--- src/cpu_defs.svh ---
`ifndef CPU_DEFS_SVH
`define CPU_DEFS_SVH

// Bus widths
`define CPU_DATA_N 8
`define CPU_ADDR_N 16

// First fetch address after reset
`define CPU_RESET_PC 16'h0000

// Opcode bytes, 6502 encodings
`define CPU_OP_LDA_IMM 8'hA9
`define CPU_OP_LDA_ABS 8'hAD
`define CPU_OP_STA_ABS 8'h8D
`define CPU_OP_ADC_IMM 8'h69
`define CPU_OP_SBC_IMM 8'hE9
`define CPU_OP_AND_IMM 8'h29
`define CPU_OP_ORA_IMM 8'h09
`define CPU_OP_EOR_IMM 8'h49
`define CPU_OP_TAX     8'hAA
`define CPU_OP_INX     8'hE8
`define CPU_OP_SEC     8'h38
`define CPU_OP_CLC     8'h18
`define CPU_OP_JMP_ABS 8'h4C
`define CPU_OP_BRK     8'h00

`endif

--- src/cpu_pkg.sv ---
`default_nettype none

`include "cpu_defs.svh"

package cpu_pkg;

	typedef logic [`CPU_DATA_N - 1:0] data_t;
	typedef logic [`CPU_ADDR_N - 1:0] addr_t;

	// Processor flags, negative in the top bit
	typedef struct packed {
		logic n;
		logic v;
		logic z;
		logic c;
	} status_t;

	typedef enum logic [2:0] {
		ALU_PASS_B,
		ALU_ADC,
		ALU_SBC,
		ALU_AND,
		ALU_ORA,
		ALU_EOR,
		ALU_INC_A
	} alu_func_t;

	typedef enum logic [1:0] {
		A_SEL_ACC,
		A_SEL_X,
		A_SEL_ZERO
	} alu_a_sel_t;

	typedef enum logic {
		B_SEL_DATA,
		B_SEL_ZERO
	} alu_b_sel_t;

	typedef enum logic {
		ADDR_SEL_PC,
		ADDR_SEL_DL
	} addr_sel_t;

	typedef enum logic [3:0] {
		OP_LDA, OP_STA, OP_ADC, OP_SBC, OP_AND, OP_ORA, OP_EOR,
		OP_TAX, OP_INX, OP_SEC, OP_CLC, OP_JMP, OP_BRK, OP_ILLEGAL
	} opcode_t;

	typedef enum logic [1:0] {
		MODE_IMP,
		MODE_IMM,
		MODE_ABS
	} mode_t;

endpackage

`default_nettype wire

--- src/cpu.sv ---
`timescale 1ns/1ps
`default_nettype none

module cpu (
	input  logic           clk_i,
	input  logic           arst_n_i,
	output cpu_pkg::addr_t addr_o,
	input  cpu_pkg::data_t data_i,
	output cpu_pkg::data_t data_o,
	output logic           we_o,
	output logic           halted_o
);

	import cpu_pkg::*;

	data_t      ir;
	data_t      acc;
	data_t      x;
	data_t      dll;
	data_t      dlh;
	data_t      idec_byte;
	data_t      alu_a;
	data_t      alu_b;
	data_t      alu_y;
	status_t    p;
	status_t    p_next;
	status_t    alu_flags;
	status_t    flags_mask;
	addr_t      pc;
	addr_t      jmp_addr;
	logic       ir_we;
	logic       a_we;
	logic       x_we;
	logic       p_we;
	logic       dll_we;
	logic       dlh_we;
	logic       carry_set;
	logic       carry_clr;
	logic       pc_inc;
	logic       pc_load;
	alu_func_t  alu_func;
	alu_a_sel_t alu_a_sel;
	alu_b_sel_t alu_b_sel;
	addr_sel_t  addr_sel;
	opcode_t    opcode;
	mode_t      mode;

	// Registers
	cpu_reg #(.T(data_t)) ir_reg (.clk_i, .arst_n_i, .we_i(ir_we), .d_i(data_i), .q_o(ir));
	cpu_reg #(.T(data_t)) acc_reg (.clk_i, .arst_n_i, .we_i(a_we), .d_i(alu_y), .q_o(acc));
	cpu_reg #(.T(data_t)) x_reg (.clk_i, .arst_n_i, .we_i(x_we), .d_i(alu_y), .q_o(x));
	cpu_reg #(.T(data_t)) dll_reg (.clk_i, .arst_n_i, .we_i(dll_we), .d_i(data_i), .q_o(dll));
	cpu_reg #(.T(data_t)) dlh_reg (.clk_i, .arst_n_i, .we_i(dlh_we), .d_i(data_i), .q_o(dlh));
	cpu_reg #(.T(status_t)) p_reg (.clk_i, .arst_n_i, .we_i(p_we), .d_i(p_next), .q_o(p));

	// Operand muxes
	always_comb begin
		case (alu_a_sel)
			A_SEL_ACC: alu_a = acc;
			A_SEL_X: alu_a = x;
			default: alu_a = '0;
		endcase
		alu_b = (alu_b_sel == B_SEL_DATA) ? data_i : '0;
	end

	cpu_alu alu0 (
		.func_i(alu_func), .a_i(alu_a), .b_i(alu_b), .cin_i(p.c),
		.y_o(alu_y), .flags_o(alu_flags)
	);

	// Only masked flags change, then SEC/CLC
	always_comb begin
		p_next = status_t'((p & ~flags_mask) | (alu_flags & flags_mask));
		if (carry_set) begin
			p_next.c = 1'b1;
		end
		if (carry_clr) begin
			p_next.c = 1'b0;
		end
	end

	assign jmp_addr = {data_i, dll};

	cpu_pc pc0 (
		.clk_i, .arst_n_i, .inc_i(pc_inc), .load_i(pc_load),
		.load_addr_i(jmp_addr), .pc_o(pc)
	);

	// Decode the bus byte while it is being fetched
	assign idec_byte = ir_we ? data_i : ir;

	cpu_idec idec0 (.ir_i(idec_byte), .opcode_o(opcode), .mode_o(mode));

	cpu_sequencer seq0 (
		.clk_i, .arst_n_i, .opcode_i(opcode), .mode_i(mode),
		.ir_we_o(ir_we), .a_we_o(a_we), .x_we_o(x_we), .p_we_o(p_we),
		.flags_mask_o(flags_mask), .carry_set_o(carry_set), .carry_clr_o(carry_clr),
		.dll_we_o(dll_we), .dlh_we_o(dlh_we), .pc_inc_o(pc_inc), .pc_load_o(pc_load),
		.alu_func_o(alu_func), .alu_a_sel_o(alu_a_sel), .alu_b_sel_o(alu_b_sel),
		.addr_sel_o(addr_sel), .we_o(we_o), .halted_o(halted_o)
	);

	assign addr_o = (addr_sel == ADDR_SEL_DL) ? {dlh, dll} : pc;
	assign data_o = acc;

endmodule

`default_nettype wire

--- src/cpu_alu.sv ---
`timescale 1ns/1ps
`default_nettype none

`include "cpu_defs.svh"

module cpu_alu (
	input  cpu_pkg::alu_func_t func_i,
	input  cpu_pkg::data_t     a_i,
	input  cpu_pkg::data_t     b_i,
	input  logic               cin_i,
	output cpu_pkg::data_t     y_o,
	output cpu_pkg::status_t   flags_o
);

	import cpu_pkg::*;

	data_t                b_add;
	logic [`CPU_DATA_N:0] sum;
	logic                 carry;

	always_comb begin
		// Subtract is add with inverted B, borrow is the inverted carry
		b_add = (func_i == ALU_SBC) ? ~b_i : b_i;
		sum = {1'b0, a_i} + {1'b0, b_add} + {{`CPU_DATA_N{1'b0}}, cin_i};
		carry = cin_i;

		case (func_i)
			ALU_PASS_B: y_o = b_i;
			ALU_ADC, ALU_SBC: begin
				y_o = sum[`CPU_DATA_N - 1:0];
				carry = sum[`CPU_DATA_N];
			end
			ALU_AND: y_o = a_i & b_i;
			ALU_ORA: y_o = a_i | b_i;
			ALU_EOR: y_o = a_i ^ b_i;
			ALU_INC_A: y_o = a_i + data_t'(1);
			default: y_o = b_i;
		endcase

		flags_o.n = y_o[`CPU_DATA_N - 1];
		// Same operand signs but result sign differs
		flags_o.v = (a_i[`CPU_DATA_N - 1] == b_add[`CPU_DATA_N - 1]) &&
			(y_o[`CPU_DATA_N - 1] != a_i[`CPU_DATA_N - 1]);
		flags_o.z = (y_o == '0);
		flags_o.c = carry;
	end

endmodule

`default_nettype wire

--- src/cpu_idec.sv ---
`timescale 1ns/1ps
`default_nettype none

`include "cpu_defs.svh"

module cpu_idec (
	input  cpu_pkg::data_t   ir_i,
	output cpu_pkg::opcode_t opcode_o,
	output cpu_pkg::mode_t   mode_o
);

	import cpu_pkg::*;

	always_comb begin
		opcode_o = OP_ILLEGAL;
		mode_o = MODE_IMP;

		case (ir_i)
			`CPU_OP_LDA_IMM: begin
				opcode_o = OP_LDA;
				mode_o = MODE_IMM;
			end
			`CPU_OP_LDA_ABS: begin
				opcode_o = OP_LDA;
				mode_o = MODE_ABS;
			end
			`CPU_OP_STA_ABS: begin
				opcode_o = OP_STA;
				mode_o = MODE_ABS;
			end
			`CPU_OP_ADC_IMM: begin
				opcode_o = OP_ADC;
				mode_o = MODE_IMM;
			end
			`CPU_OP_SBC_IMM: begin
				opcode_o = OP_SBC;
				mode_o = MODE_IMM;
			end
			`CPU_OP_AND_IMM: begin
				opcode_o = OP_AND;
				mode_o = MODE_IMM;
			end
			`CPU_OP_ORA_IMM: begin
				opcode_o = OP_ORA;
				mode_o = MODE_IMM;
			end
			`CPU_OP_EOR_IMM: begin
				opcode_o = OP_EOR;
				mode_o = MODE_IMM;
			end
			`CPU_OP_JMP_ABS: begin
				opcode_o = OP_JMP;
				mode_o = MODE_ABS;
			end
			`CPU_OP_TAX: opcode_o = OP_TAX;
			`CPU_OP_INX: opcode_o = OP_INX;
			`CPU_OP_SEC: opcode_o = OP_SEC;
			`CPU_OP_CLC: opcode_o = OP_CLC;
			`CPU_OP_BRK: opcode_o = OP_BRK;
			default: opcode_o = OP_ILLEGAL;
		endcase
	end

endmodule

`default_nettype wire

--- src/cpu_pc.sv ---
`timescale 1ns/1ps
`default_nettype none

`include "cpu_defs.svh"

module cpu_pc (
	input  logic           clk_i,
	input  logic           arst_n_i,
	input  logic           inc_i,
	input  logic           load_i,
	input  cpu_pkg::addr_t load_addr_i,
	output cpu_pkg::addr_t pc_o
);

	import cpu_pkg::*;

	addr_t pc;

	// Load wins over increment
	always_ff @(posedge clk_i or negedge arst_n_i) begin
		if (!arst_n_i) begin
			pc <= `CPU_RESET_PC;
		end else if (load_i) begin
			pc <= load_addr_i;
		end else if (inc_i) begin
			pc <= pc + addr_t'(1);
		end
	end

	assign pc_o = pc;

endmodule

`default_nettype wire

--- src/cpu_reg.sv ---
`timescale 1ns/1ps
`default_nettype none

module cpu_reg #(
	parameter type T = logic [7:0]
) (
	input  logic clk_i,
	input  logic arst_n_i,
	input  logic we_i,
	input  T     d_i,
	output T     q_o
);

	T q;

	always_ff @(posedge clk_i or negedge arst_n_i) begin
		if (!arst_n_i) begin
			q <= '0;
		end else if (we_i) begin
			q <= d_i;
		end
	end

	assign q_o = q;

endmodule

`default_nettype wire

--- src/cpu_sequencer.sv ---
`timescale 1ns/1ps
`default_nettype none

module cpu_sequencer (
	input  logic                clk_i,
	input  logic                arst_n_i,
	input  cpu_pkg::opcode_t    opcode_i,
	input  cpu_pkg::mode_t      mode_i,
	output logic                ir_we_o,
	output logic                a_we_o,
	output logic                x_we_o,
	output logic                p_we_o,
	output cpu_pkg::status_t    flags_mask_o,
	output logic                carry_set_o,
	output logic                carry_clr_o,
	output logic                dll_we_o,
	output logic                dlh_we_o,
	output logic                pc_inc_o,
	output logic                pc_load_o,
	output cpu_pkg::alu_func_t  alu_func_o,
	output cpu_pkg::alu_a_sel_t alu_a_sel_o,
	output cpu_pkg::alu_b_sel_t alu_b_sel_o,
	output cpu_pkg::addr_sel_t  addr_sel_o,
	output logic                we_o,
	output logic                halted_o
);

	import cpu_pkg::*;

	typedef enum logic [2:0] {
		S_FETCH,
		S_OPER,
		S_ADL,
		S_ADH,
		S_ACCESS,
		S_HALT
	} state_t;

	localparam status_t MASK_NZ = '{n: 1'b1, v: 1'b0, z: 1'b1, c: 1'b0};
	localparam status_t MASK_NVZC = '{n: 1'b1, v: 1'b1, z: 1'b1, c: 1'b1};

	state_t state;
	state_t state_next;

	always_ff @(posedge clk_i or negedge arst_n_i) begin
		if (!arst_n_i) begin
			state <= S_FETCH;
		end else begin
			state <= state_next;
		end
	end

	always_comb begin
		state_next = state;
		ir_we_o = 1'b0;
		a_we_o = 1'b0;
		x_we_o = 1'b0;
		p_we_o = 1'b0;
		flags_mask_o = '0;
		carry_set_o = 1'b0;
		carry_clr_o = 1'b0;
		dll_we_o = 1'b0;
		dlh_we_o = 1'b0;
		pc_inc_o = 1'b0;
		pc_load_o = 1'b0;
		alu_func_o = ALU_PASS_B;
		alu_a_sel_o = A_SEL_ZERO;
		alu_b_sel_o = B_SEL_DATA;
		addr_sel_o = ADDR_SEL_PC;
		we_o = 1'b0;
		halted_o = 1'b0;

		case (state)
			// Opcode byte is decoded straight off the bus here
			S_FETCH: begin
				ir_we_o = 1'b1;
				pc_inc_o = 1'b1;
				if (opcode_i == OP_BRK || opcode_i == OP_ILLEGAL) begin
					state_next = S_HALT;
				end else if (mode_i == MODE_ABS) begin
					state_next = S_ADL;
				end else begin
					state_next = S_OPER;
				end
			end
			S_OPER: begin
				state_next = S_FETCH;
				pc_inc_o = (mode_i == MODE_IMM);
				alu_a_sel_o = A_SEL_ACC;
				case (opcode_i)
					OP_LDA, OP_AND, OP_ORA, OP_EOR: begin
						a_we_o = 1'b1;
						p_we_o = 1'b1;
						flags_mask_o = MASK_NZ;
						case (opcode_i)
							OP_AND: alu_func_o = ALU_AND;
							OP_ORA: alu_func_o = ALU_ORA;
							OP_EOR: alu_func_o = ALU_EOR;
							default: alu_func_o = ALU_PASS_B;
						endcase
					end
					OP_ADC, OP_SBC: begin
						alu_func_o = (opcode_i == OP_SBC) ? ALU_SBC : ALU_ADC;
						a_we_o = 1'b1;
						p_we_o = 1'b1;
						flags_mask_o = MASK_NVZC;
					end
					// A or zero copies A into X
					OP_TAX: begin
						alu_func_o = ALU_ORA;
						alu_b_sel_o = B_SEL_ZERO;
						x_we_o = 1'b1;
						p_we_o = 1'b1;
						flags_mask_o = MASK_NZ;
					end
					OP_INX: begin
						alu_func_o = ALU_INC_A;
						alu_a_sel_o = A_SEL_X;
						x_we_o = 1'b1;
						p_we_o = 1'b1;
						flags_mask_o = MASK_NZ;
					end
					OP_SEC: begin
						p_we_o = 1'b1;
						carry_set_o = 1'b1;
					end
					OP_CLC: begin
						p_we_o = 1'b1;
						carry_clr_o = 1'b1;
					end
					default: state_next = S_HALT;
				endcase
			end
			S_ADL: begin
				dll_we_o = 1'b1;
				pc_inc_o = 1'b1;
				state_next = S_ADH;
			end
			S_ADH: begin
				dlh_we_o = 1'b1;
				pc_inc_o = 1'b1;
				if (opcode_i == OP_JMP) begin
					pc_load_o = 1'b1;
					state_next = S_FETCH;
				end else begin
					state_next = S_ACCESS;
				end
			end
			S_ACCESS: begin
				addr_sel_o = ADDR_SEL_DL;
				state_next = S_FETCH;
				if (opcode_i == OP_STA) begin
					we_o = 1'b1;
				end else begin
					a_we_o = 1'b1;
					p_we_o = 1'b1;
					flags_mask_o = MASK_NZ;
				end
			end
			default: begin
				halted_o = 1'b1;
				state_next = S_HALT;
			end
		endcase
	end

endmodule

`default_nettype wire

--- config.mk ---
export PLATFORM = sky130hd
export DESIGN_NAME = cpu
export DESIGN_NICKNAME = d
export VERILOG_FILES = /design/src/cpu_pkg.sv /design/src/cpu.sv /design/src/cpu_alu.sv /design/src/cpu_idec.sv /design/src/cpu_pc.sv /design/src/cpu_reg.sv /design/src/cpu_sequencer.sv
export VERILOG_INCLUDE_DIRS = /design/src /design/src/src
export SDC_FILE = /design/constraint.sdc
export NUM_CORES = 1
export LEC_CHECK = 0
export BUFFER_PORTS_ARGS = -buffer_cell sky130_fd_sc_hd__buf_2
export CAP_MARGIN = 25
export CORE_ASPECT_RATIO = 0.7
export CORE_MARGIN = 5
export CORE_UTILIZATION = 58
export CTS_BUF_LIST = sky130_fd_sc_hd__clkbuf_2 sky130_fd_sc_hd__clkbuf_4 sky130_fd_sc_hd__clkbuf_8
export CTS_CLUSTER_SIZE = 25
export DETAILED_ROUTE_END_ITERATION = 6
export GPL_ROUTABILITY_DRIVEN = 0
export PLACE_DENSITY = 0.8
export SLEW_MARGIN = 30
export SYNTH_ARGS = -nofsm -noshare
export SYNTH_HDL_FRONTEND = slang
export SYNTH_HIERARCHICAL = 1
export SYNTH_SLANG_ARGS = --single-unit
--- constraint.sdc ---
create_clock -name clk_i -period 6.8 [get_ports clk_i]
set_input_delay 0.68 -clock clk_i [delete_from_list [all_inputs] [get_ports clk_i]]
set_output_delay 0.68 -clock clk_i [all_outputs]
set_load 0.005 [all_outputs]
== After elaboration in Yosys (flattened, before gate mapping) ==
Index checks and enable logic that the tools add are counted.

* Bitwise gates (word level): 8
* Add/subtract/negate cells: 4
* Reductions and logical operators: 20
* Equality and inequality tests: 41
* Muxes and demuxes: 50

{| class="wikitable"
|+ Operator list
! cell !! number
|-
| $pmux W4 S13 || 1
|-
| $eq A8 B8 Y1 const B || 6
|-
| $mux W16 || 3
|-
| $pmux W8 S5 || 1
|-
| $eq A4 B4 Y1 const B || 6
|-
| $eq A8 B7 Y1 const B || 3
|-
| $mux W1 || 24
|-
| $mux W8 || 3
|-
| $reduce_or A6 Y1 || 3
|-
| $add A16 B1 Y16 const B || 1
|-
| $eq A4 B3 Y1 const B || 4
|-
| $eq A8 B6 Y1 const B || 2
|-
| $logic_not A8 Y1 || 2
|-
| $pmux W4 S2 || 2
|-
| $pmux W8 S2 || 1
|-
| $pmux W3 S5 || 1
|-
| $eq A3 B2 Y1 const B || 4
|-
| $eq A3 B3 Y1 const B || 4
|-
| $mux W3 || 4
|-
| $pmux W3 S4 || 1
|-
| $reduce_or A10 Y1 || 1
|-
| $add A8 B8 Y9 || 1
|-
| $add A9 B1 Y9 || 1
|-
| $pmux W3 S3 || 1
|-
| other kinds (31) || 43
|}

* Logic and storage cells: 134
* Input port bits: 10
* Bits in registers: 63
* Output and inout bits: 26

== Logic depth before layout (Yosys ltp) ==
Gate-level depths: netlist of run 1.

* Depth in word-level cells: 21
* Gate-level depth with buffers: 29
* Mapped depth without buffers: 23

== Cells and area by module ==
The synthesis of run 1 kept the hierarchy.

{| class="wikitable"
|+ Modules (own cells, without submodules)
! module !! times used !! cells each !! seq. area each (sq um) !! area an instance (sq um)
|-
| cpu_reg at acc_reg ... || 5 || 17 || 200.2 || 331.6
|-
| cpu_alu || 1 || 183 || 0.0 || 1255.0
|-
| cpu_pc || 1 || 99 || 400.4 || 943.4
|-
| cpu || 1 || 59 || 0.0 || 565.5
|-
| cpu_sequencer || 1 || 72 || 75.1 || 529.3
|-
| cpu_idec || 1 || 52 || 0.0 || 349.1
|-
| cpu_reg at p_reg || 1 || 8 || 100.1 || 145.1
|}

== Worst setup path before layout of run 1 ==
No wires, ideal clock.

* Path kind: reg2reg
* Start: reg seq0.state[2]
* End: reg p_reg.q, in the netlist p_reg/q_o[1]
* Stages on the path, launching flop included: 28
* Setup time: 0.125 ns
* Required time: 6.675 ns
* Clock period less this slack: 6.636 ns
* Path buffers: 4
* Data arrival time: 6.511 ns
* Setup slack: 0.164 ns
* Cells stage by stage: dfrtp_1 buf_4 nor3_1 buf_2 mux2_2 or4_4 or4_4 nand2_2 o21ai_1 buf_2 nor2b_1 o21ai_0 a21oi_1 buf_2 nand2b_1 nor2_2 xnor2_1 fa_1 fa_1 nand2b_1 a21oi_1 o22ai_1 xor2_1 o22ai_1 nor3_1 and4bb_1 mux2_2 mux2_2

{| class="wikitable"
|+ RTL lines
! what !! RTL line !! text
|-
| from (decl) || cpu_sequencer.sv:42 || <nowiki>state_t state;</nowiki>
|-
| from (signal assigned) || cpu_sequencer.sv:49 || <nowiki>state <= state_next;</nowiki>
|-
| to (signal assigned) || cpu_reg.sv:20 || <nowiki>q <= d_i;</nowiki>
|-
| to (decl) || cpu_reg.sv:14 || <nowiki>T q;</nowiki>
|}

==> impl_metrics.env, run 1 <==
export IMPL_placement_rows=29
export IMPL_fin_crit_ps=6382
export IMPL_final_cell_mix="dfrtp_1, mux2_4, nor2_1, buf_2, nand2_1"
export IMPL_wl_met1_um=6034
export IMPL_cp_buffers_inverters=4
export IMPL_cts_buffer_depth=2
export IMPL_maxSlewViolCount=0
export IMPL_p_per_area_nw_per_um2=130.1
export IMPL_root_buffer="clkbuf_8"
export IMPL_wl_met3_um=819
export IMPL_drive_above_1_share_pct=27.45
export IMPL_track_usage_pct=24.51
export IMPL_reg2reg_from="seq0/state[1]"
export IMPL_cap_violations=0
export IMPL_power_uw=725.8
export IMPL_wl_met2_um=5870
export IMPL_relSlewSlack_pct=39.82
export IMPL_design_die_area_um2=11040
export IMPL_worst_hold_path_type="in2async"
export IMPL_reg2reg_depth=25
export IMPL_insertion_delay_ps=360
export IMPL_die_h_um=89.42
export IMPL_grt_pass1_wl_um=20780
export IMPL_drc=0
export IMPL_path_max_fanout=17
export IMPL_drt_wl_total_um=12830
export IMPL_critPathSlowestCell="or4_4"
export IMPL_grt_max_degree=61
export IMPL_rr_endpoint="p_reg/q_o[0]"
export IMPL_worstMarginPinSlew_ps=900.9
export IMPL_pin_count=36
export IMPL_vias=4117
export IMPL_critical_path_arrival_ps=6680
export IMPL_final_common_cell="dfrtp_1"
export IMPL_setup_violations=0
export IMPL_critPathTopFamily="simple AND/OR/NAND/NOR gates"
export IMPL_top_layer="met4"
export IMPL_antenna_cells=0
export IMPL_reg2reg_slack_ps=420
export IMPL_synth_warnings=6
export IMPL_postRouteAntennaNets=0
export IMPL_htree_levels=3
export IMPL_portBuffers=35
export IMPL_synthCells=538
export IMPL_syn_num_nets=575
export IMPL_area_growth_syn_to_layout_pct=6.775
export IMPL_final_area_um2=5580
export IMPL_max_freq_mhz=156.7
export IMPL_drt_pre_antenna_iters=5
export IMPL_clk_pin_slew_ps=70
export IMPL_outcome="completed"
export IMPL_peakVddDrop_mv=0.08258
export IMPL_nets=594
export IMPL_syn_cell_area_um2=5226
export IMPL_dp_final_hpwl_um=9163
export IMPL_cts_sinks=60
export IMPL_die_x_um=123.5
export IMPL_period_share_pct=93.86
export IMPL_fillers=768
export IMPL_grt_pass1_vias=4033
export IMPL_endpoint_kind="flop"
export IMPL_initial_core_util_pct=58.55
export IMPL_cpMostUsedCell="buf_4"
export IMPL_drtIter0Drc=350
export IMPL_cts_tree="built"
export IMPL_fin_worst_skew_ps=12.55
export IMPL_routedWlPerCell_um=18.73
export IMPL_viasPerCell=6.010
export IMPL_rsz0062_at_grt="false"
export IMPL_design_core_area_um2=8926
export IMPL_p_leak_uw=0.002412
export IMPL_avgSynthCellArea_um2=9.714
export IMPL_antenna_found_initial=0
export IMPL_tns_ps=0
export IMPL_fin_worst_hold_slack_ps=469.5
export IMPL_max_stage_delay_ps=540
export IMPL_critPathKind="reg2reg"
export IMPL_final_hold_violation_count=0
export IMPL_place_area_um2=5373
export IMPL_holdBufCountCts=0
export IMPL_start_kind="flop"
export IMPL_cts_buffers=9
export IMPL_overflow=0
export IMPL_cp_required_ps=7100
[sequential cells by signal, summed over array words and instances, names as in the netlist]
register and flops:
x_reg/q_o 8, p_reg/q_o 1, dll_reg/q_o 8, seq0/state 3
acc_reg/q_o 8, ir_reg/q_o 8, dlh_reg/q_o 8, pc0/pc_o 16
[metrics by stage]
stage | std cells | worst slack [ps] | utilization [%]
final | 685 | 417.6 | 62.52
after detailed placement | 670 | 374.8 | 60.19
after floorplan | 538 | 584.2 | -
after global placement | 670 | 735.3 | 60.19
after global routing | 685 | 110.8 | 62.52
after CTS | 685 | 350.7 | 62.36
[power breakdown]
part | switching, uW | leakage (uW) | internal (uW) | total (uW)
Sequential | 0 | 0.000802 | 357 | 357
Clock | 149 | 0.000103 | 181 | 331
Combinational | 26.3 | 0.00151 | 12.0 | 38.3
[layout make-up]
type,instances,area [um2],share of cell area [%]
timing repair buffer,45,250.2,4.484
clock inverter,4,48.80,0.8744
tap,124,155.1,2.780
sequential,60,1501,26.91
clock buffer,11,145.1,2.601
inverter,28,105.1,1.883
multi-input combinational,413,3374,60.47
[worst max-delay path by stage]
stage                  start           end  slack, ps  cells past startpoint
2_1_floorplan  seq0/state[2]  p_reg/q_o[0]        580                     28
3_3_place_gp   seq0/state[1]  p_reg/q_o[0]        740                     24
3_5_place_dp   seq0/state[1]  p_reg/q_o[0]        370                     24
4_1_cts        seq0/state[1]  p_reg/q_o[0]        350                     24
5_1_grt        seq0/state[1]  p_reg/q_o[0]        110                     25
6_report       seq0/state[1]  p_reg/q_o[0]        420                     25
[repair_timing]
action	4_1_cts	5_1_grt
endpoints found under the setup margin	0	1
setup buffers	0	0
resized for setup	0	1
endpoints found under the hold margin	0	0
[routing by layer]
layer	GRT usage (%)	vias up
li1	-	1950
met1	34.00	2022
met2	39.35	130
met3	5.503	15
met4	5.729	0
met5	0	-
Note: power is estimated with default switching activity, not from simulation.
==> run 2: changes to the inputs <==
Settings changed: CORE_UTILIZATION 58 to 60, PLACE_DENSITY 0.8 to 0.79.
Clock period 6.8 ns to 6.55 ns, I/O delays scaled along.
==> impl_metrics.env, run 2 (same netlist as run 1, synthesis figures left out) <==
export IMPL_reg2reg_from="seq0/state[2]"
export IMPL_path_max_fanout=11
export IMPL_final_common_cell="dfrtp_1"
export IMPL_holdBufCountCts=0
export IMPL_fin_worst_hold_slack_ps=462.3
export IMPL_antenna_cells=0
export IMPL_start_kind="flop"
export IMPL_pwr_share_comb_pct=5.3
export IMPL_cp_required_ps=6850
export IMPL_final_hold_violation_count=0
export IMPL_grt_max_degree=61
export IMPL_critical_path_arrival_ps=6500
export IMPL_drc=0
export IMPL_antenna_found_initial=0
export IMPL_fin_crit_ps=6191
export IMPL_design_die_area_um2=10710
export IMPL_die_h_um=88.09
export IMPL_track_usage_pct=24.99
export IMPL_tns_ps=0
export IMPL_postRouteAntennaNets=0
export IMPL_root_buffer="clkbuf_8"
export IMPL_endpoint_kind="flop"
export IMPL_insertion_delay_ps=360
export IMPL_sequentialPowerShare_pct=48.7
export IMPL_netSwitchingFraction_pct=25.96
export IMPL_portBuffers=35
export IMPL_worst_hold_path_type="in2async"
export IMPL_fillers=672
export IMPL_design_core_area_um2=8478
export IMPL_cts_buffer_depth=2
export IMPL_dp_final_hpwl_um=9017
export IMPL_final_cell_mix="dfrtp_1, mux2_4, nor2_1, buf_2, nand2_1"
export IMPL_cts_tree="built"
export IMPL_maxSlewViolCount=0
export IMPL_viasPerCell=6.088
export IMPL_reg2reg_slack_ps=360
export IMPL_internal_power_uw=562.5
export IMPL_cts_buffers=9
export IMPL_pin_count=36
export IMPL_worstMarginPinSlew_ps=893.3
export IMPL_placement_rows=28
export IMPL_area_growth_syn_to_layout_pct=7.206
export IMPL_die_x_um=121.6
export IMPL_fin_worst_skew_ps=13.94
export IMPL_worst_slack_ps=359.3
export IMPL_routedWlPerCell_um=18.58
export IMPL_setup_violations=0
export IMPL_nets=596
export IMPL_p_per_area_nw_per_um2=135.6
export IMPL_period_share_pct=94.52
export IMPL_cts_resized=0
export IMPL_initial_core_util_pct=61.64
export IMPL_peakVddDrop_mv=0.09535
export IMPL_relSlewSlack_pct=40.39
export IMPL_rr_endpoint="p_reg/q_o[0]"
export IMPL_critPathKind="reg2reg"
export IMPL_htree_levels=3
export IMPL_final_seq_area_um2=1501
export IMPL_drive_above_1_share_pct=28.19
export IMPL_drt_pre_antenna_iters=5
export IMPL_p_leak_uw=0.002423
export IMPL_reg2reg_depth=24
export IMPL_multi_input_area_um2=3386
export IMPL_grt_pass1_vias=4047
export IMPL_max_freq_mhz=161.5
export IMPL_overflow=0
export IMPL_clkPwrFrac_pct=46.0
export IMPL_grt_pass1_wl_um=21170
export IMPL_clk_pin_slew_ps=90
export IMPL_vias=4164
export IMPL_cap_violations=0
export IMPL_largest_register_ffs=16
export IMPL_cts_sinks=60
export IMPL_outcome="completed"
export IMPL_cts_setup_buffers=0
export IMPL_p_sw_uw=197.3
export IMPL_drt_wl_total_um=12710
export IMPL_drtIter0Drc=271
export IMPL_rsz0062_at_grt="false"
export IMPL_dpl_worst_slack_ps=228.8
## run 2: worst max path at each step
stage,from,end,slack (ps),cells past startpoint
CTS,seq0/state[2],p_reg/q_o[0],200,25
global route,seq0/state[2],p_reg/q_o[0],10,24
floorplan,seq0/state[2],p_reg/q_o[0],330,28
detailed placement,seq0/state[2],p_reg/q_o[0],230,25
global placement,seq0/state[1],p_reg/q_o[0],610,25
finish,seq0/state[2],p_reg/q_o[0],360,24
## run 2: final cells by class
cell class / count / area share (%)
Sequential cell: 60 / 26.80
Multi-Input combinational cell: 413 / 60.43
Clock buffer: 10 / 2.345
Timing Repair Buffer: 47 / 4.734
Inverter: 28 / 1.876
Tap cell: 120 / 2.680
Clock inverter: 6 / 1.139
## run 2: power by group through the flow
stage          clock, uW  combinational (uW)  sequential [uW]
6_report             349                40.2              370
5_1_grt              371                44.9              370
4_1_cts              352                40.3              370
3_5_place_dp           0                39.7              377
3_3_place_gp           0                38.2              377
2_1_floorplan          0                18.7              378
## run 2: worst max-delay path, stage by stage (launching register included)
cell and delay, ps:
dfrtp_1 520, nor3_4 420, mux2_2 430, or4_4 560
or4_4 520, nand2_2 100, o31ai_2 160, nor2b_1 380
o21ai_0 170, a21oi_1 220, nand2b_1 200, nor2_2 120
buf_4 200, xnor2_1 100, fa_1 420, fa_1 400
nand2b_1 220, a21oi_1 150, o22ai_1 120, nor2b_1 110
o21ai_0 80, a22oi_1 150, mux2i_1 100, a21oi_1 150
mux2_2 150
## run 2: metrics by stage
stage	cells	util, %	instance area, um2	power (uW)
3_3_place_gp	668	63.56	5389	415.6
3_5_place_dp	668	63.56	5389	417.1
6_report	684	66.09	5603	759.8
4_1_cts	684	65.86	5584	762.0
5_1_grt	684	66.09	5603	785.5
2_1_floorplan	538	-	5226	396.2
## run 2: metal layers
metal	vias up	global-route usage [%]	share of wire, %
li1	1951	-	-
met2	137	38.60	43
met1	2047	35.85	48
met3	29	4.261	6.3
met5	-	0	0
met4	0	8.240	2.3
